==> src/verilog/fetch_pkg.sv <==
package fetch_pkg;

  // processor side word types
  typedef logic [31:0] pc_t;
  typedef logic [15:0] instr_t;
  typedef logic [15:0] half_t;    // counter half, same width as popped stack data

  typedef struct packed {
    half_t hi;
    half_t lo;
  } pc_halves_t;

  // counter word, seen as one address or as two halves for the restore
  typedef union packed {
    pc_t        addr;
    pc_halves_t halves;
  } pc_word_u;

  typedef enum logic [1:0] {
    PC_SEL_NEXT   = 2'd0,
    PC_SEL_BRANCH = 2'd1,
    PC_SEL_HOLD   = 2'd2,
    PC_SEL_BOOT   = 2'd3
  } pc_sel_e;

  localparam pc_t PC_BOOT_VECTOR = 32'h0000_0020;
  localparam pc_t PC_IRQ_VECTOR  = 32'h0000_0000;

  // instruction memory, cut down from the full 20-bit fetch space
  localparam int IMEM_ADDR_W = 12;
  localparam int IMEM_DEPTH  = 4096;

endpackage

==> src/verilog/pc_unit.sv <==
`timescale 1ns/1ps

module pc_unit (
  input  logic              clk,
  input  logic              reset,
  input  logic              pc_enable,
  input  logic              interrupt,
  input  logic              pop_lo,
  input  logic              pop_hi,
  input  fetch_pkg::pc_sel_e pc_sel,
  input  fetch_pkg::pc_t    branch_addr,
  input  fetch_pkg::half_t  pop_data,
  output fetch_pkg::pc_t    pc
);
  import fetch_pkg::*;

  pc_word_u pc_q;
  pc_word_u pc_d;
  pc_t      pc_inc;
  pc_t      pc_sel_addr;

  assign pc_inc = pc_q.addr + 32'd1;   // one instruction word per step

  always_comb
  begin
    case (pc_sel)
      PC_SEL_NEXT:   pc_sel_addr = pc_inc;
      PC_SEL_BRANCH: pc_sel_addr = branch_addr;   // branch or call target
      PC_SEL_HOLD:   pc_sel_addr = pc_q.addr;
      PC_SEL_BOOT:   pc_sel_addr = PC_BOOT_VECTOR;
      default:       pc_sel_addr = pc_q.addr;
    endcase
  end

  // next counter value, highest priority first
  always_comb
  begin
    pc_d = pc_q;
    if (pop_lo || pop_hi)
    begin
      // return restore ignores pc_enable
      if (pop_lo)
      begin
        pc_d.halves.lo = pop_data;
      end
      if (pop_hi)
      begin
        pc_d.halves.hi = pop_data;
      end
    end
    else if (pc_enable)
    begin
      if (interrupt)
      begin
        pc_d.addr = PC_IRQ_VECTOR;   // overrides any selection
      end
      else
      begin
        pc_d.addr = pc_sel_addr;
      end
    end
  end

  always_ff @(posedge clk)
  begin
    if (reset)
    begin
      pc_q.addr <= PC_BOOT_VECTOR;
    end
    else
    begin
      pc_q <= pc_d;
    end
  end

  assign pc = pc_q.addr;

endmodule

==> config.mk <==
export PLATFORM = sky130hd
export DESIGN_NAME = pc_unit
export DESIGN_NICKNAME = d
export VERILOG_FILES = /design/src/verilog/fetch_pkg.sv /design/src/verilog/pc_unit.sv
export SDC_FILE = /design/constraint.sdc
export NUM_CORES = 1
export LEC_CHECK = 0
export CORE_MARGIN = 2
export CORE_UTILIZATION = 58
export CTS_BUF_LIST = sky130_fd_sc_hd__clkbuf_8 sky130_fd_sc_hd__clkbuf_16
export CTS_CLUSTER_DIAMETER = 150
export DETAILED_ROUTE_END_ITERATION = 8
export DONT_BUFFER_PORTS = 1
export MAX_ROUTING_LAYER = met4
export PLACE_DENSITY = 0.84
export SKIP_CTS_REPAIR_TIMING = 1
export SLEW_MARGIN = 10
export SYNTH_ARGS = -nofsm -noshare
export SYNTH_HDL_FRONTEND = slang
export SYNTH_SLANG_ARGS = --single-unit
export TNS_END_PERCENT = 5
==> constraint.sdc <==
create_clock -name clk -period 1.75 [get_ports clk]
set_input_delay 0.0875 -clock clk [delete_from_list [all_inputs] [get_ports clk]]
set_output_delay 0.0875 -clock clk [all_outputs]
set_load 0.02 [all_outputs]
# After elaboration in Yosys (flattened, before gate mapping)
# Index checks and enable logic that the tools add are counted.
# word_totals
output_inout_bits	32
regBits	32
elab_cells	20
# classes
reduce_logical	5
n_mux	6
add_sub_neg	1
n_eq_ne	6
# ops
cell	count
$mux 32	3
$pmux 32 s3	1
$add 32x1->32 const B	1
$mux 16	2
$reduce_and 3->1	2
$eq 2x2->1 const B	2
$ne 2x2->1 const B	2
$ne 3x3->1 const B	1
$eq 2x1->1 const B	1
$logic_not 2->1	1
$reduce_bool 2->1	1
$logic_or 1x1->1	1

# Logic depth before layout (Yosys ltp)
# depth
word_depth	5
mapped_depth	7
mapped_depth_nobuf	6

# Least setup slack after synthesis
# OpenSTA, ideal clock, no wires.
# synth_timing
path_kind	register to register
start	reg pc_q, in the netlist pc[0]
end	reg pc_q, in the netlist pc[22]
path_stages_with_launch	7
setup_ps	129
arrival_ps	1848
path_slack_ps	-227
path_cell_list	dfxtp_1 ha_1 nand2_1 nor4_4 nand3_1 o41ai_1 o32ai_1
# synth_via
elab_chain_cells	5
# synth_rtl
item	line_no	source
start: declaration	pc_unit.sv:17	pc_word_u pc_q;
start signal: assignment	pc_unit.sv:72	pc_q <= pc_d;
$add 32x1->32	pc_unit.sv:22	assign pc_inc = pc_q.addr + 32'd1;
$pmux 32 s3	pc_unit.sv:26	case (pc_sel)
$mux 32	pc_unit.sv:53	if (interrupt)
$mux 32	pc_unit.sv:51	else if (pc_enable)
$mux 32	pc_unit.sv:39	if (pop_lo || pop_hi)
# No other way between the ends. The select of a mux whose other input is x is not followed.
# A chain may end at the register's enable or synchronous reset.

# Worst setup path in the final report
# layout_timing
start	reg pc_q, in the netlist pc[5]
end	reg pc_q, in the netlist pc[22]
# The elaborated chain is that of the path after synthesis.

==> results.yml <==
detailed_routing:
  routed_wl_um: 8720
  wl_per_cell_um: 21.1
  via_per_inst: 7.34
  vias: 3032
  final_antenna_net_count: 0
  drc: 0
  dr.first_iter.drc_count: 416
  drtPass1Iterations: 6
cts:
  cts.sinks: 32
  clk_pin_slew_worst_paths_ns: 0.07
  cts_buffer_depth: 2
  cts.htree.levels: 2
  cts_tree: "yes"
  root_buffer: "clkbuf_8"
  clk_latency_ns: 0.29
  numCtsBuffers: 5
logic_synthesis:
  synth-seq-area-share_pct: 26.0
  synth_area_leaders: "dfxtp_1 26%, nand3_1 4.9%, nor2_1 4.0%, nand2_1 3.5%, o21ai_0 3.5%"
  synth_most_common_cell: "dfxtp_1"
  synth.avg_cell_area_um2: 7.59
  synth-edff-count: 0
  syn_inst: 324
  yosys-top-cells-count: "32 x dfxtp_1, 26 x nor2_1, 24 x nand3_1, 23 x nand2_1, 18 x clkbuf_1"
  netlist.area_leader.share_pct: 26.0
  async_flop_share_pct: 0
  synth-seq-cells: 32
  yosys_warnings: 0
  yosys.cell_types.count: 60
  yosys.area.top_type: "dfxtp_1"
  ys.flop_type: "dfxtp_1"
  synth_nets: 381
  synth_area_um2: 2460
floorplan:
  chipHeight_um: 69.1
  initial_core_util_pct: 61.1
  ios: 88
  core_area_um2: 4030
  rows: 23
  dieWidth_um: 69.1
  die_area_um2: 4780
sta:
  max_slew_margin_pct: 69.4
  fin_hold_ws_ns: 0.0107
  max_freq_ghz: 0.576
  tns_ns: 0
  hold_violations: 0
  fin_ws_ns: 0.0138
  clock-skew-final_ns: 0.00829
  worst_pin_slew_ns: 0.455
  rsz0062_at_grt: "yes"
  finalCritPeriodShare_pct: 99.2
  finalSetupViolations: 0
  slew_viol_final: 0
  period_minus_slack_ns: 1.74
place:
  place_congestion: 0.959
  io_buffers: 0
  placed_area_um2: 2860
  dp.cells: 402
  dp_hpwl_um: 6370
  dp_slack_ns: -0.0794
finish:
  finalNonFillerCells: 413
  diodes: 0
  syn2layout_area_growth_pct: 24.2
  largest_register_ffs: 32
  final_util_pct: 75.8
  drive_gt1_share_pct: 25.6
  finalNetCount: 419
  fin_area_um2: 3060
power_and_ir_drop:
  power_mw: 1.98
  power.density_nw_per_um2: 648
  p_clk_share_pct: 29.7
  switchingPower_mw: 0.659
  p_seq_share_pct: 42.8
  p_leak_nw: 1.17
  ir_drop_v: 0.000474
  pwr-share-comb_pct: 27.5
  p_int_mw: 1.32
  swShare_pct: 33.3
worst_hold_path:
  hold_path.class: "input port to flop"
worst_setup_path:
  worstSetupPathType: "flop to flop"
  critPathMaxFanout: 9
  cp_data_required_time_ns: 1.92
  crit_buf_inv: 0
  regToRegSetupSlack_ns: 0.01
  cp_data_arrival_time_ns: 1.90
  cp-end-kind: "flop"
  path_cells: "nand4_4 > nor4_4 > nand3_1 > o41ai_2 > o32ai_1"
  critical_path.top_delay_family: "simple AND/OR/NAND/NOR gates"
  slowest_stage: "nor4_4"
  startpoint_type: "flop"
  max_stage_delay_ns: 0.41
grt:
  grt_usage_pct: 36.3
  first_global_vias: 2860
  grt_start_max_net_pins: 40
  grt.overflow.total: 0
  antenna_found_initial: 0
  grt_pass1_wl_um: 13800
flow_run:
  max-cap-violations: 0
status:
  status: "finished, final reports clean"
[worst reg2reg max path: cells and delay by family (launching register included)]
family           cells  cell delay (ns)
AO/OA/AOI/OAI        2             0.46
flip-flops           1             0.35
AND/OR/NAND/NOR      3             0.83
[placed cells by master (no fill, tap or decap), types with 6 or more instances in the layout]
master    Yosys  routed
a21oi_1      16      15
a221o_1       6       6
a221oi_1      8       8
a22o_1        6       6
a22oi_1       8       8
buf_4         0      51
clkbuf_8      0       6
dfxtp_1      32      22
dfxtp_2       0       8
inv_1        11      13
nand2_1      23      21
nand3_1      24      23
nand4_1       8       8
nor2_1       26      25
nor3_1       12      10
o211ai_1     10      10
o21ai_0      17      16
or3_1         6       6
[area by class of cell]
class,instances,area (um^2)
Fill cell,311,973
Clock buffer,6,82.6
Multi-Input combinational cell,258,1760
Clock inverter,2,7.51
Inverter,11,41.3
Tap cell,50,62.6
Timing Repair Buffer,54,443
Sequential cell,32,658
[cells by family (layout without fill, tap and decap cells)]
group / Yosys count / count (layout) / synth area share [%]
simple gates: 135 / 135 / 30.9
fa+ha+maj: 1 / 1 / 0.509
xor+xnor: 7 / 7 / 2.49
flops: 32 / 32 / 26.0
compound gates: 113 / 113 / 33.8
mux: 2 / 2 / 0.865
buf+inv: 34 / 73 / 5.44
[routing by layer]
layer / global-route usage (%) / wire [um] / vias up / part of all wire [%]
met5: - / 0 / - / 0
met4: 14.4 / 363 / 0 / 4.2
met3: 8.63 / 1080 / 43 / 12
met2: 55.8 / 4000 / 255 / 46
met1: 46.1 / 3290 / 1385 / 38
li1: - / - / 1349 / -
[power groups by stage]
stage | Combinational (mW) | Sequential (mW) | Clock [mW]
CTS | 0.510 | 0.840 | 0.584
global route | 0.589 | 0.853 | 0.622
detailed placement | 0.506 | 0.856 | 0
finish | 0.544 | 0.848 | 0.587
global placement | 0.499 | 0.852 | 0
floorplan | 0.258 | 0.943 | 0
[final timing paths]
kind,startpoint,endpoint,cells past startpoint
max,pc[5],pc[22],5
max reg2reg,pc[5],pc[22],5
min reg2reg,pc[20],pc[20],2
min,reset,pc[9],2
Power figures use the tool's default switching activity.
