`src/verilog/fetch_pkg.sv`:
```
package fetch_pkg;

  // processor side word types
  typedef logic [31:0] pc_t;
  typedef logic [15:0] instr_t;
  typedef logic [15:0] half_t;    // counter half, same width as popped stack data

  typedef struct packed {
    half_t hi;
    half_t lo;
  } pc_halves_t;

  // counter word, seen as one address or as two halves for the restore
  typedef union packed {
    pc_t        addr;
    pc_halves_t halves;
  } pc_word_u;

  typedef enum logic [1:0] {
    PC_SEL_NEXT   = 2'd0,
    PC_SEL_BRANCH = 2'd1,
    PC_SEL_HOLD   = 2'd2,
    PC_SEL_BOOT   = 2'd3
  } pc_sel_e;

  localparam pc_t PC_BOOT_VECTOR = 32'h0000_0020;
  localparam pc_t PC_IRQ_VECTOR  = 32'h0000_0000;

  // instruction memory, cut down from the full 20-bit fetch space
  localparam int IMEM_ADDR_W = 12;
  localparam int IMEM_DEPTH  = 4096;

endpackage

```
`src/verilog/axil_pkg.sv`:
```
package axil_pkg;

  typedef logic [31:0] axil_addr_t;
  typedef logic [31:0] axil_data_t;
  typedef logic [1:0]  axil_resp_t;

  localparam axil_resp_t AXIL_OKAY   = 2'b00;
  localparam axil_resp_t AXIL_SLVERR = 2'b10;

  // everything the master drives
  typedef struct packed {
    axil_addr_t awaddr;
    logic       awvalid;
    axil_data_t wdata;
    logic [3:0] wstrb;
    logic       wvalid;
    logic       bready;
    axil_addr_t araddr;
    logic       arvalid;
    logic       rready;
  } axil_req_t;

  // everything the slave drives
  typedef struct packed {
    logic       awready;
    logic       wready;
    axil_resp_t bresp;
    logic       bvalid;
    logic       arready;
    axil_data_t rdata;
    axil_resp_t rresp;
    logic       rvalid;
  } axil_rsp_t;

endpackage

```
`src/verilog/imem_axil_slave.sv`:
```
`timescale 1ns/1ps

module imem_axil_slave (
  input  logic                             clk,
  input  logic                             reset,
  input  axil_pkg::axil_req_t              axil_req,
  output axil_pkg::axil_rsp_t              axil_rsp,
  output logic                             mem_we,
  output logic                             mem_re,
  output logic [fetch_pkg::IMEM_ADDR_W-1:0] mem_idx,
  output fetch_pkg::instr_t                mem_wdata,
  input  fetch_pkg::instr_t                mem_rdata
);
  import fetch_pkg::*;
  import axil_pkg::*;

  logic [30:0] wr_word;   // byte address of 16-bit words, so drop bit 0
  logic [30:0] rd_word;
  logic        wr_ok;
  logic        rd_ok;
  logic        aw_accept;
  logic        ar_accept;
  logic        bvalid_q;
  axil_resp_t  bresp_q;
  logic        rd_pend;   // memory read in flight
  logic        rd_err;
  logic        rvalid_q;
  axil_data_t  rdata_q;
  axil_resp_t  rresp_q;

  assign wr_word = axil_req.awaddr[31:1];
  assign rd_word = axil_req.araddr[31:1];
  assign wr_ok   = (wr_word < 31'(IMEM_DEPTH));
  assign rd_ok   = (rd_word < 31'(IMEM_DEPTH));

  // one port to memory, so a write wins the cycle
  assign aw_accept = axil_req.awvalid && axil_req.wvalid && !bvalid_q;
  assign ar_accept = axil_req.arvalid && !rd_pend && !rvalid_q && !aw_accept;

  assign mem_we    = aw_accept && wr_ok && (&axil_req.wstrb[1:0]);
  assign mem_re    = ar_accept && rd_ok;
  assign mem_idx   = aw_accept ? wr_word[IMEM_ADDR_W-1:0] : rd_word[IMEM_ADDR_W-1:0];
  assign mem_wdata = axil_req.wdata[15:0];   // upper half of the bus word dropped

  always_ff @(posedge clk)
  begin
    if (reset)
    begin
      bvalid_q <= 1'b0;
      rd_pend  <= 1'b0;
      rvalid_q <= 1'b0;
    end
    else
    begin
      if (aw_accept)
      begin
        bvalid_q <= 1'b1;
      end
      else if (axil_req.bready)
      begin
        bvalid_q <= 1'b0;
      end
      rd_pend <= ar_accept;
      if (rd_pend)
      begin
        rvalid_q <= 1'b1;   // memory data is ready now
      end
      else if (axil_req.rready)
      begin
        rvalid_q <= 1'b0;
      end
    end
  end

  // response payload
  always_ff @(posedge clk)
  begin
    if (aw_accept)
    begin
      bresp_q <= wr_ok ? AXIL_OKAY : AXIL_SLVERR;
    end
    if (ar_accept)
    begin
      rd_err <= !rd_ok;
    end
    if (rd_pend)
    begin
      rdata_q <= rd_err ? '0 : {16'h0000, mem_rdata};
      rresp_q <= rd_err ? AXIL_SLVERR : AXIL_OKAY;
    end
  end

  always_comb
  begin
    axil_rsp         = '0;
    axil_rsp.awready = aw_accept;   // both pulse on the accept cycle
    axil_rsp.wready  = aw_accept;
    axil_rsp.bvalid  = bvalid_q;
    axil_rsp.bresp   = bresp_q;
    axil_rsp.arready = ar_accept;
    axil_rsp.rvalid  = rvalid_q;
    axil_rsp.rdata   = rdata_q;
    axil_rsp.rresp   = rresp_q;
  end

endmodule

```
`config.mk`:
```
export PLATFORM = sky130hd
export DESIGN_NAME = imem_axil_slave
export DESIGN_NICKNAME = d
export VERILOG_FILES = /design/src/verilog/fetch_pkg.sv /design/src/verilog/axil_pkg.sv /design/src/verilog/imem_axil_slave.sv
export SDC_FILE = /design/constraint.sdc
export NUM_CORES = 1
export LEC_CHECK = 0
export ABC_AREA = 1
export BUFFER_PORTS_ARGS = -buffer_cell sky130_fd_sc_hd__buf_2
export CAP_MARGIN = 25
export CORE_MARGIN = 5
export CORE_UTILIZATION = 31
export CTS_CLUSTER_SIZE = 12
export DETAILED_ROUTE_END_ITERATION = 6
export PLACE_DENSITY = 0.9
export SLEW_MARGIN = 20
export SYNTH_ARGS = -nofsm -noshare
export SYNTH_HDL_FRONTEND = slang
export SYNTH_SLANG_ARGS = --single-unit
```
`constraint.sdc`:
```
create_clock -name clk -period 1.3 [get_ports clk]
set_input_delay 0.065 -clock clk [delete_from_list [all_inputs] [get_ports clk]]
set_output_delay 0.065 -clock clk [all_outputs]
set_load 0.02 [all_outputs]
```
* Word level (Yosys, flattened, before mapping)
Index checks and enable logic that the tools add are counted.
** Word-level totals
- Logic and storage cells :: 33
- Input bits :: 123
- Output and inout bits :: 71
- Bits in registers :: 40
** Operators by class
- Reduce and logical (&&, ||, !) cells :: 16
- Mux-type cells :: 7
- Magnitude comparators :: 2
** Operators with widths (number)
- $lt 31x13->1 const B :: 2
- $mux 12 :: 1
- $logic_and 1x1->1 :: 8
- $logic_not 1->1 :: 5
- $mux 1 :: 4
- $mux 2 :: 2
- $reduce_bool 2->1 :: 2
- $reduce_and 2->1 :: 1

* Longest topological paths before layout
Gate-level depths: netlist (run 1).
- Depth after elaboration :: 5
- Depth in mapped cells :: 6
- Gate-level depth less buffers :: 5

* Least setup slack after synthesis (run 1)
No wires, ideal clock.
- Path kind :: flip-flop to flip-flop
- From :: register rd_pend
- To :: register rd_err (enable)
- Setup time :: 244 ps
- Stages on the path, launching flop included :: 4
- Slack :: 87 ps
- Data required time :: 1056 ps
- Buffers on the path :: 0
- Arrival time :: 969 ps
- Period minus slack after synthesis :: 1213 ps
- Path through :: dfxtp_1 > nor2_1 > nand3_1 > inv_1
** Between the ends
- Longest elaborated chain between the ends :: 4
** Ends and longest elaborated chain
- start, declared :: RTL line imem_axil_slave.sv:25 : logic rd_pend;
- start signal, assigned :: RTL line imem_axil_slave.sv:63 : rd_pend <= ar_accept;
- $logic_not 1->1 :: RTL line imem_axil_slave.sv:38 : assign ar_accept = axil_req.arvalid && !rd_pend && !rvalid_q && !aw_accept;
- $logic_and 1x1->1 (3 in a row) :: RTL line imem_axil_slave.sv:38
- net ar_accept :: RTL line imem_axil_slave.sv:22 : logic ar_accept;
- end signal, assigned :: RTL line imem_axil_slave.sv:84 : rd_err <= !rd_ok;
- end, declared :: RTL line imem_axil_slave.sv:26 : logic rd_err;
The timed path passes the listed nets, and every way through them passes these cells.
A chain may end at the register's enable or synchronous reset.

* Final worst setup path (run 1)
- From :: register bvalid_q
- To :: output port mem_idx[10] in the netlist's numbering
** Between the ends
- Longest elaborated chain between the ends :: 3
** Ends and longest elaborated chain
- start, declared :: RTL line imem_axil_slave.sv:23 : logic bvalid_q;
- start signal, assigned :: RTL line imem_axil_slave.sv:49 : bvalid_q <= 1'b0;
- start signal, assigned :: RTL line imem_axil_slave.sv:57 : bvalid_q <= 1'b1;
- start signal, assigned :: RTL line imem_axil_slave.sv:61 : bvalid_q <= 1'b0;
- $logic_not 1->1 :: RTL line imem_axil_slave.sv:37 : assign aw_accept = axil_req.awvalid && axil_req.wvalid && !bvalid_q;
- $logic_and 1x1->1 :: RTL line imem_axil_slave.sv:37
- $mux 12 :: RTL line imem_axil_slave.sv:42 : assign mem_idx = aw_accept ? wr_word[IMEM_ADDR_W-1:0] : rd_word[IMEM_ADDR_W-1:0];
- end, declared :: RTL line imem_axil_slave.sv:10 : output logic [fetch_pkg::IMEM_ADDR_W-1:0] mem_idx,
No other way between the ends.

==> impl_metrics.py, run 1 <==
metrics = {
    "outcome": {
        "status": "finished, final reports clean",
    },
    "power": {
        "p_seq_share_pct": 47.3,
        "p_int_mw": 1.21,
        "sw_frac_of_total_pct": 29.0,
        "power.share.combinational_pct": 28.0,
        "power.total_mw": 1.70,
        "power_density_nw_per_um2": 837,
        "switching_power_mw": 0.493,
        "clkPwrFrac_pct": 24.6,
        "vdd_drop_max_v": 0.000325,
        "leakage_nw": 1.15,
    },
    "synthesis": {
        "ys.warnings.count": 0,
        "synth_cell_types": 16,
        "synth_top_area_share_pct": 39.8,
        "ys_ff_latch": 22,
        "seq_area_frac_synth_pct": 43.9,
        "synthMostInstantiatedCell": "nand2_1",
        "synth-edff-count": 19,
        "yosysTopAreaCell": "edfxtp_1",
        "ys_top_cells_by_count": "nand2_1 (46), nor2_1 (42), buf_4 (40)",
        "synth-main-ff-cell": "edfxtp_1",
        "postSynthAreaPerCell_um2": 7.76,
        "synthTopCellsByArea": "edfxtp_1 (40%), buf_4 (21%), nand2_1 (12%)",
        "synthArstFlopShare_pct": 0,
        "synth_cells": 185,
        "synth_area_um2": 1440,
    },
    "worst_setup_path": {
        "endpoint_kind": "primary output",
        "critical_path.startpoint_type": "flop",
        "worstPathRequired_ps": 1240,
        "crit_type": "reg2out",
        "worstPathArrival_ps": 1210,
        "critPathMaxFanout": 7,
    },
    "global_route": {
        "antenna_found_initial": 0,
        "grt-ovfl-total": 0,
        "grt_max_degree": 19,
        "grt_pass1_vias": 1306,
        "grt_pass1_wl_um": 5660,
        "grt.total_usage_pct": 11.0,
    },
    "drt": {
        "ant_nets": 0,
        "wl_um": 4020,
        "wl_per_cell_um": 11.6,
        "num_vias": 1399,
        "first_pass_iters": 6,
        "route.detailed.drc": 0,
        "drt_iter0_markers": 62,
        "routed_via_density": 4.04,
    },
    "clocking": {
        "clockBufferDepth": 2,
        "clk_latency_ps": 250,
        "cts.sinks": 22,
        "cts_max_level": 1,
        "numCtsBuffers": 3,
        "root_buffer": "clkbuf_8",
        "path_clk_slew_ps": 80,
        "cts_tree": "done",
    },
    "placed_design": {
        "gp_congestion": 0.729,
        "dpl.hpwl_um": 3250,
        "port_buffers": 123,
        "dp_cells": 337,
    },
    "finish": {
        "area_delta_synth_final_pct": 41.5,
        "fin_util_pct": 46.0,
        "fillers": 435,
        "seqCellArea_um2": 632,
        "antenna_cells": 0,
        "fin_nets": 418,
        "final_cells": 346,
        "multi_input_comb_area_um2": 480,
        "final_layout_size_suffix_gt1_share_pct": 48.0,
    },
    "floorplanning": {
        "core_um2": 4410,
        "pin_count": 194,
        "start_util_pct": 32.5,
        "row_count": 24,
        "dieHeight_um": 78.0,
        "die_width_um": 78.0,
        "dieArea_um2": 6090,
    },
    "sta": {
        "fin_hold_ws_ps": 10.5,
        "hold_violations": 0,
        "fmax_mhz": 786,
        "drv_slew": 0,
        "period_needed_ps": 1270,
        "setup-violations-final": 0,
        "finClkSkew_ps": 0.998,
        "relSlewSlack_pct": 66.4,
        "worstMarginPinSlew_ps": 505,
        "fin_crit_sh_pct": 97.9,
        "setup-tns-final_ps": 0,
        "rsz0062_at_grt": "true",
    },
    "job": {
        "maxCapViolations": 0,
    },
    "min_path": {
        "hp-class": "in2reg",
    },
}
-- metrics by stage --
step / cell area (um2) / setup WS [ps]
after detailed placement: 1880 / 204
after floorplan: 1500 / 86.8
after global routing: 2030 / -31.4
after global placement: 1880 / 246
final: 2030 / 27.1
after CTS: 1960 / 17.2
-- final timing paths --
path                                            start                   endpoint  slack (ps)  cells past startpoint
worst min-delay path                            reset      bvalid_q$_SDFFE_PP0P_          10                      2
worst min register to register  bvalid_q$_SDFFE_PP0P_      bvalid_q$_SDFFE_PP0P_         540                      2
worst max register to register       rd_err$_DFFE_PP_  rdata_q[10]$_SDFFCE_PP0P_         260                      1
worst max-delay path            bvalid_q$_SDFFE_PP0P_                mem_idx[10]          30                      6
-- area by class of cell --
| cell class | instances | share of cell area, % |
|---|---|---|
| Inverter | 22 | 4.07 |
| Clock buffer | 3 | 2.03 |
| Sequential cell | 22 | 31.1 |
| Timing Repair Buffer | 131 | 35.7 |
| Tap cell | 52 | 3.20 |
| Multi-Input combinational cell | 115 | 23.7 |
| Clock inverter | 1 | 0.185 |
-- registers in the layout (all words and copies together) (netlist names) --
signal / count
rdata_q: 16
bresp_q: 1
bvalid_q: 1
rd_err: 1
rd_pend: 1
rresp_q: 1
rvalid_q: 1
-- timing repair --
item / 4_1_cts / 5_1_grt
setup endpoints to repair: 4 / 5
setup buffers: 2 / 1
hold buffers: 1 / 0
hold endpoints to repair: 1 / 0
cloned: 0 / 1
gates resized for setup: 4 / 10
pin swaps: 1 / 0
-- cell families after synthesis --
kind of cell,Yosys count,share of synthesized area [%]
AND/OR/NAND/NOR,95,26.1
buffers and inverters,65,28.1
flip-flops,22,43.9
AO/OA/AOI/OAI,2,1.66
other,1,0.261
-- per-layer routing --
layer	vias up	track usage (%)	routed length, um
met2	83	21.1	2100
met4	0	4.56	112
met5	-	0	0
met3	18	3.32	513
met1	584	10.8	1300
li1	714	-	-
-- power groups by stage --
stage	Sequential, mW	Combinational, mW	Clock [mW]
2_1_floorplan	0.854	0.323	0
6_report	0.804	0.476	0.419
3_5_place_dp	0.820	0.435	0
4_1_cts	0.805	0.448	0.421
5_1_grt	0.808	0.521	0.457
3_3_place_gp	0.819	0.427	0
-- layout by cell type (no fill, tap or decap), types with 2 or more instances in the layout --
master / synthesis / routed
buf_8: 0 / 2
conb_1: 1 / 18
buf_6: 1 / 2
nand3_1: 4 / 2
nand2_2: 0 / 2
and2_0: 2 / 2
buf_2: 1 / 120
dfxtp_1: 3 / 2
nand3_2: 0 / 2
nor2_1: 42 / 42
clkbuf_8: 0 / 3
buf_4: 40 / 5
inv_1: 21 / 21
edfxtp_1: 19 / 19
nand2_1: 46 / 44
-- worst max-delay path, stage by stage, from the launching register on --
cell and delay (ps):
dfxtp_2 340, nor2_4 120, inv_2 80, buf_8 140, nand2_1 60, nand2_1 50
buf_2 160
No activity file was read; power rests on OpenSTA's default activity.
==> run 2, diff against run 1 <==
--- a/config.mk
+++ b/config.mk
@@ -9,10 +9,10 @@
 export BUFFER_PORTS_ARGS = -buffer_cell sky130_fd_sc_hd__buf_2
 export CAP_MARGIN = 25
 export CORE_MARGIN = 5
-export CORE_UTILIZATION = 31
+export CORE_UTILIZATION = 28
 export CTS_CLUSTER_SIZE = 12
 export DETAILED_ROUTE_END_ITERATION = 6
-export PLACE_DENSITY = 0.9
+export PLACE_DENSITY = 0.77
 export SLEW_MARGIN = 20
 export SYNTH_ARGS = -nofsm -noshare
 export SYNTH_HDL_FRONTEND = slang
==> constraint.sdc (replaced) <==
create_clock -name clk -period 1.05 [get_ports clk]
set_input_delay 0.0525 -clock clk [delete_from_list [all_inputs] [get_ports clk]]
set_output_delay 0.0525 -clock clk [all_outputs]
set_load 0.02 [all_outputs]
==> run 2 against run 1 <==
Against the previous run:
- the flow now finishes with violations (negative setup slack)
- power up 41%
- via count up 0.36%
- combinational power up 30%
- largest cell class unchanged
- highest routed layer unchanged
==> impl_metrics.py, run 2 (same netlist as run 1, synthesis figures left out) <==
metrics = {
    "outcome": {
        "status": "finished with violations",
        "violations": "negative setup slack",
    },
    "clocking": {
        "cts_max_level": 1,
        "numCtsBuffers": 3,
        "cts_tree": "done",
        "cts.sinks": 22,
        "root_buffer": "clkbuf_8",
        "clockBufferDepth": 2,
        "clk_latency_ps": 260,
        "path_clk_slew_ps": 80,
    },
    "finish": {
        "area_delta_synth_final_pct": 49.8,
        "fin_nets": 419,
        "final_cells": 365,
        "final_layout_size_suffix_gt1_share_pct": 50.8,
        "layout_common_cells": "buf_2 (115), nand2_1 (41), nor2_1 (39)",
        "fillers": 504,
        "largest_reg_flops": 16,
        "antenna_cells": 0,
        "final_common_cell": "buf_2",
        "top_register": "rdata_q",
    },
    "worst_setup_path": {
        "reg2reg_to": "bvalid_q$_SDFFE_PP0P_",
        "r2r_slack_ps": 50,
        "cp-startpoint": "bvalid_q$_SDFFE_PP0P_",
        "max_stage_delay_ps": 340,
        "crit_type": "reg2out",
        "endpoint_kind": "primary output",
        "timing.rr.start": "bvalid_q$_SDFFE_PP0P_",
        "worstPathCellList": "nor2_4, inv_2, buf_8, nand2_1, nand2_2, buf_6",
        "worstPathArrival_ps": 1210,
        "critPathMaxFanout": 13,
        "crit_path_top_delay_cell": "dfxtp_2",
        "ff2ff_path_depth": 5,
        "cp-endpoint": "mem_idx[7]",
        "critical_path.startpoint_type": "flop",
        "worstPathRequired_ps": 1000,
    },
    "global_route": {
        "grt_pass1_wl_um": 5510,
        "grt_pass1_vias": 1264,
        "antenna_found_initial": 0,
        "use_met1_pct": 11.4,
        "grt.total_usage_pct": 10.8,
        "use_met3_pct": 2.19,
        "grt_use_met2_pct": 20.1,
        "grt_max_degree": 19,
        "globalRoute.busiestLayer": "met2",
        "grt-ovfl-total": 0,
    },
    "placed_design": {
        "dp_cells": 357,
        "dpl.hpwl_um": 3380,
        "dp_slack_ps": 18.3,
        "port_buffers": 123,
        "gp_congestion": 0.677,
    },
    "power": {
        "vdd_drop_max_v": 0.000399,
        "p_int_mw": 1.76,
        "power.total_mw": 2.40,
        "power_density_nw_per_um2": 1110,
        "sw_frac_of_total_pct": 26.6,
        "switching_power_mw": 0.636,
        "power.share.combinational_pct": 25.9,
        "leakage_nw": 1.17,
        "clkPwrFrac_pct": 32.6,
        "p_seq_share_pct": 41.5,
    },
    "sta": {
        "fin_crit_sh_pct": 120,
        "fin_hold_ws_ps": 66.9,
        "finClkSkew_ps": 5.96,
        "drv_slew": 0,
        "rsz0062_at_grt": "true",
        "setup_ws_ps": -208,
        "hold_violations": 0,
        "setup-violations-final": 15,
        "fmax_mhz": 795,
        "period_needed_ps": 1260,
    },
    "floorplanning": {
        "die_width_um": 81.6,
        "start_util_pct": 28.5,
        "pin_count": 194,
        "row_count": 26,
        "dieHeight_um": 81.6,
        "dieArea_um2": 6660,
        "core_um2": 5040,
    },
    "drt": {
        "num_vias": 1404,
        "ant_nets": 0,
        "route.detailed.drc": 0,
        "wl_um": 4180,
        "routed_via_density": 3.85,
        "first_pass_iters": 4,
        "wl_per_cell_um": 11.4,
        "drt_iter0_markers": 26,
    },
    "job": {
        "maxCapViolations": 0,
    },
    "min_path": {
        "hold_depth": 3,
        "hp-class": "in2reg",
    },
}
## run 2: final cells by class
| class | count | area (um2) | share of cell area [%] |
|---|---|---|---|
| sequential | 22 | 633 | 29.5 |
| clock inverter | 1 | 30.0 | 1.40 |
| inverter | 22 | 82.6 | 3.84 |
| tap | 70 | 87.6 | 4.07 |
| multi-input combinational | 115 | 508 | 23.6 |
| timing repair buffer | 132 | 767 | 35.7 |
| clock buffer | 3 | 41.3 | 1.92 |
## run 2: worst min-delay path by stage
stage	from	to	slack [ps]
after floorplan	reset	bvalid_q$_SDFFE_PP0P_	110
after global placement	axil_req[45]	mem_wdata[5]	110
after detailed placement	axil_req[45]	mem_wdata[5]	110
after CTS	mem_rdata[1]	rdata_q[1]$_SDFFCE_PP0P_	70
after global routing	mem_rdata[0]	rdata_q[0]$_SDFFCE_PP0P_	60
final	axil_req[1]	rd_pend$_SDFF_PP0_	70
## run 2: routing by layer
metal,up-vias,part of all wire [%],wire length [um]
met4,0,2.0,82
met5,-,0,0
met3,6,11,469
li1,717,-,-
met1,591,32,1350
met2,90,54,2270
## run 2: critical path: cells and delay by family, from the launching register on
family                 cells  cell delay, ps
and+or+nand+nor            3             250
buffers and inverters      3             360
DFF                        1             340
## run 2: per-stage QoR
step	utilization, %	instance area (um2)	TNS, ps
finish	42.6	2150	-2690
global route	42.6	2150	-3800
CTS	41.5	2090	-2740
detailed placement	38.6	1950	0
global placement	38.6	1950	0
floorplan	-	1500	0
## run 2: timing repair
item	CTS	global route
gates cloned	0	0
setup endpoints to repair	17	18
pin swaps	1	3
buffers inserted	2	0
gates resized for setup	13	18
hold buffers	2	0
hold endpoints to repair	2	0
## run 2: power groups by stage
stage	Combinational [mW]	Sequential (mW)	Clock, mW
floorplan	0.400	1.06	0
global placement	0.546	1.01	0
detailed placement	0.557	1.01	0
CTS	0.592	0.992	0.799
global route	0.675	0.996	0.850
finish	0.621	0.994	0.781
==> run 3, diff against run 2 <==
--- a/config.mk
+++ b/config.mk
@@ -9,10 +9,10 @@
 export BUFFER_PORTS_ARGS = -buffer_cell sky130_fd_sc_hd__buf_2
 export CAP_MARGIN = 25
 export CORE_MARGIN = 5
-export CORE_UTILIZATION = 28
+export CORE_UTILIZATION = 25
 export CTS_CLUSTER_SIZE = 12
 export DETAILED_ROUTE_END_ITERATION = 6
-export PLACE_DENSITY = 0.77
+export PLACE_DENSITY = 0.7
 export SLEW_MARGIN = 20
 export SYNTH_ARGS = -nofsm -noshare
 export SYNTH_HDL_FRONTEND = slang
==> run 3 against run 2 <==
Against the previous run:
- the flow still finishes with violations (negative setup slack)
- fmax is 1.5% higher
- clock power fell by 1%
- hold slack lost 1.5 ps
- wire length rose by 5.6%
- design area rose by 7.0%
- largest power group unchanged
==> impl_metrics.py, run 3 (same netlist as run 1, synthesis figures left out) <==
metrics = {
    "min_path": {
        "hp-class": "in2reg",
        "hold_depth": 3,
        "min-delay-start": "axil_req[1]",
        "holdPathEnd": "rd_pend$_SDFF_PP0_",
    },
    "worst_setup_path": {
        "ff2ff_path_depth": 5,
        "worstPathArrival_ps": 1190,
        "timing.rr.start": "bvalid_q$_SDFFE_PP0P_",
        "crit_type": "reg2out",
        "r2r_slack_ps": 20,
        "critical_path.startpoint_type": "flop",
        "endpoint_kind": "primary output",
        "critPathMaxFanout": 7,
        "worstPathRequired_ps": 1000,
        "reg2reg_to": "rd_err$_DFFE_PP_",
    },
    "sta": {
        "fin_hold_ws_ps": 65.5,
        "drv_slew": 0,
        "setup_ws_ps": -189,
        "period_needed_ps": 1240,
        "finClkSkew_ps": 5.47,
        "hold_violations": 0,
        "rsz0062_at_grt": "true",
        "setup-violations-final": 17,
        "fin_crit_sh_pct": 118,
        "fmax_mhz": 807,
    },
    "outcome": {
        "status": "finished with violations",
        "violations": "negative setup slack",
    },
    "finish": {
        "fin_nets": 422,
        "area_delta_synth_final_pct": 60.2,
        "multi_input_comb_area_um2": 566,
        "design_area_um2": 2300,
        "fillers": 588,
        "final_common_cell": "buf_2",
        "seqCellArea_um2": 633,
        "top_register": "rdata_q",
        "fin_util_pct": 41.5,
        "final_layout_size_suffix_gt1_share_pct": 57.0,
        "largest_reg_flops": 16,
        "antenna_cells": 0,
        "layout_common_cells": "buf_2 (106), nor2_1 (40), nand2_1 (23)",
    },
    "global_route": {
        "grt.total_usage_pct": 11.3,
        "grt_max_degree": 19,
        "antenna_found_initial": 0,
        "grt-ovfl-total": 0,
        "grt_pass1_wl_um": 6680,
        "grt_pass1_vias": 1459,
    },
    "clocking": {
        "cts.sinks": 22,
        "clockBufferDepth": 2,
        "root_buffer": "clkbuf_8",
        "path_clk_slew_ps": 70,
        "numCtsBuffers": 3,
        "cts_max_level": 1,
        "clk_latency_ps": 260,
        "cts_tree": "done",
    },
    "power": {
        "power_density_nw_per_um2": 1080,
        "vdd_drop_max_v": 0.000661,
        "leakage_nw": 1.21,
    },
    "drt": {
        "drt_iter0_markers": 52,
        "wl_um": 4410,
        "routed_via_density": 3.92,
        "route.detailed.drc": 0,
        "num_vias": 1451,
        "wl_per_cell_um": 11.9,
        "first_pass_iters": 3,
        "ant_nets": 0,
    },
    "floorplanning": {
        "die_width_um": 85.8,
        "pin_count": 194,
        "row_count": 27,
        "start_util_pct": 25.9,
        "dieArea_um2": 7360,
        "core_um2": 5540,
        "dieHeight_um": 85.8,
    },
    "placed_design": {
        "gp_congestion": 0.672,
        "dpl.hpwl_um": 3630,
        "placed_cell_area_um2": 1960,
        "port_buffers": 123,
    },
    "job": {
        "maxCapViolations": 0,
    },
}
==> run 3: through the flow <==
step / power (mW) / instances / TNS, ps / setup slack, ps
after floorplan: 1.46 / 202 / 0 / 16.1
after global placement: 1.57 / 360 / 0 / 37.0
after detailed placement: 1.58 / 360 / 0 / 21.5
after CTS: 2.48 / 370 / -2680 / -195
after global routing: 2.60 / 370 / -3520 / -242
final: 2.48 / 370 / -2560 / -189
==> run 3: where the power goes <==
| group | total (mW) | internal (mW) | switching, mW |
|---|---|---|---|
| clock | 0.772 | 0.509 | 0.263 |
| combinational | 0.715 | 0.330 | 0.385 |
| sequential | 0.995 | 0.983 | 0.0124 |
| total | 2.48 | 1.82 | 0.661 |
==> run 3: worst max-delay path by stage <==
stage | from | cells after the start | to | slack (ps)
6_report | bvalid_q$_SDFFE_PP0P_ | 6 | mem_idx[5] | -190
5_1_grt | bvalid_q$_SDFFE_PP0P_ | 6 | mem_idx[5] | -240
4_1_cts | bvalid_q$_SDFFE_PP0P_ | 5 | mem_we | -190
3_5_place_dp | bvalid_q$_SDFFE_PP0P_ | 4 | rd_err$_DFFE_PP_ | 20
3_3_place_gp | bvalid_q$_SDFFE_PP0P_ | 4 | rd_err$_DFFE_PP_ | 40
2_1_floorplan | rd_pend$_SDFF_PP0_ | 3 | rd_err$_DFFE_PP_ | 20
==> run 3: what timing repair did <==
action	in CTS	in global routing
hold endpoints to repair	2	0
setup buffers	4	0
pin swaps	10	5
endpoints found under the setup margin	17	19
hold buffers	2	0
gates resized for setup	63	9
==> run 3: cell type report <==
| type | count | area share (%) |
|---|---|---|
| sequential | 22 | 27.5 |
| timing repair buffer | 135 | 37.3 |
| tap | 72 | 3.92 |
| multi-input combinational | 115 | 24.6 |
| clock buffer | 3 | 1.80 |
| clock inverter | 1 | 1.31 |
| inverter | 22 | 3.59 |
==> run 3: critical path, stage by stage, from the launching register on <==
cell	delay (ps)
dfxtp_2	340
nor2_4	120
inv_2	80
buf_6	140
nand2_2	60
nand2_2	60
buf_6	130
==> run 3: routing by layer <==
| layer | vias up | GRT usage, % | wire length, um |
|---|---|---|---|
| met5 | - | 0 | 0 |
| met4 | 0 | 4.03 | 81 |
| met3 | 8 | 3.46 | 511 |
| met2 | 95 | 20.9 | 2360 |
| met1 | 624 | 12.0 | 1460 |
| li1 | 724 | - | - |
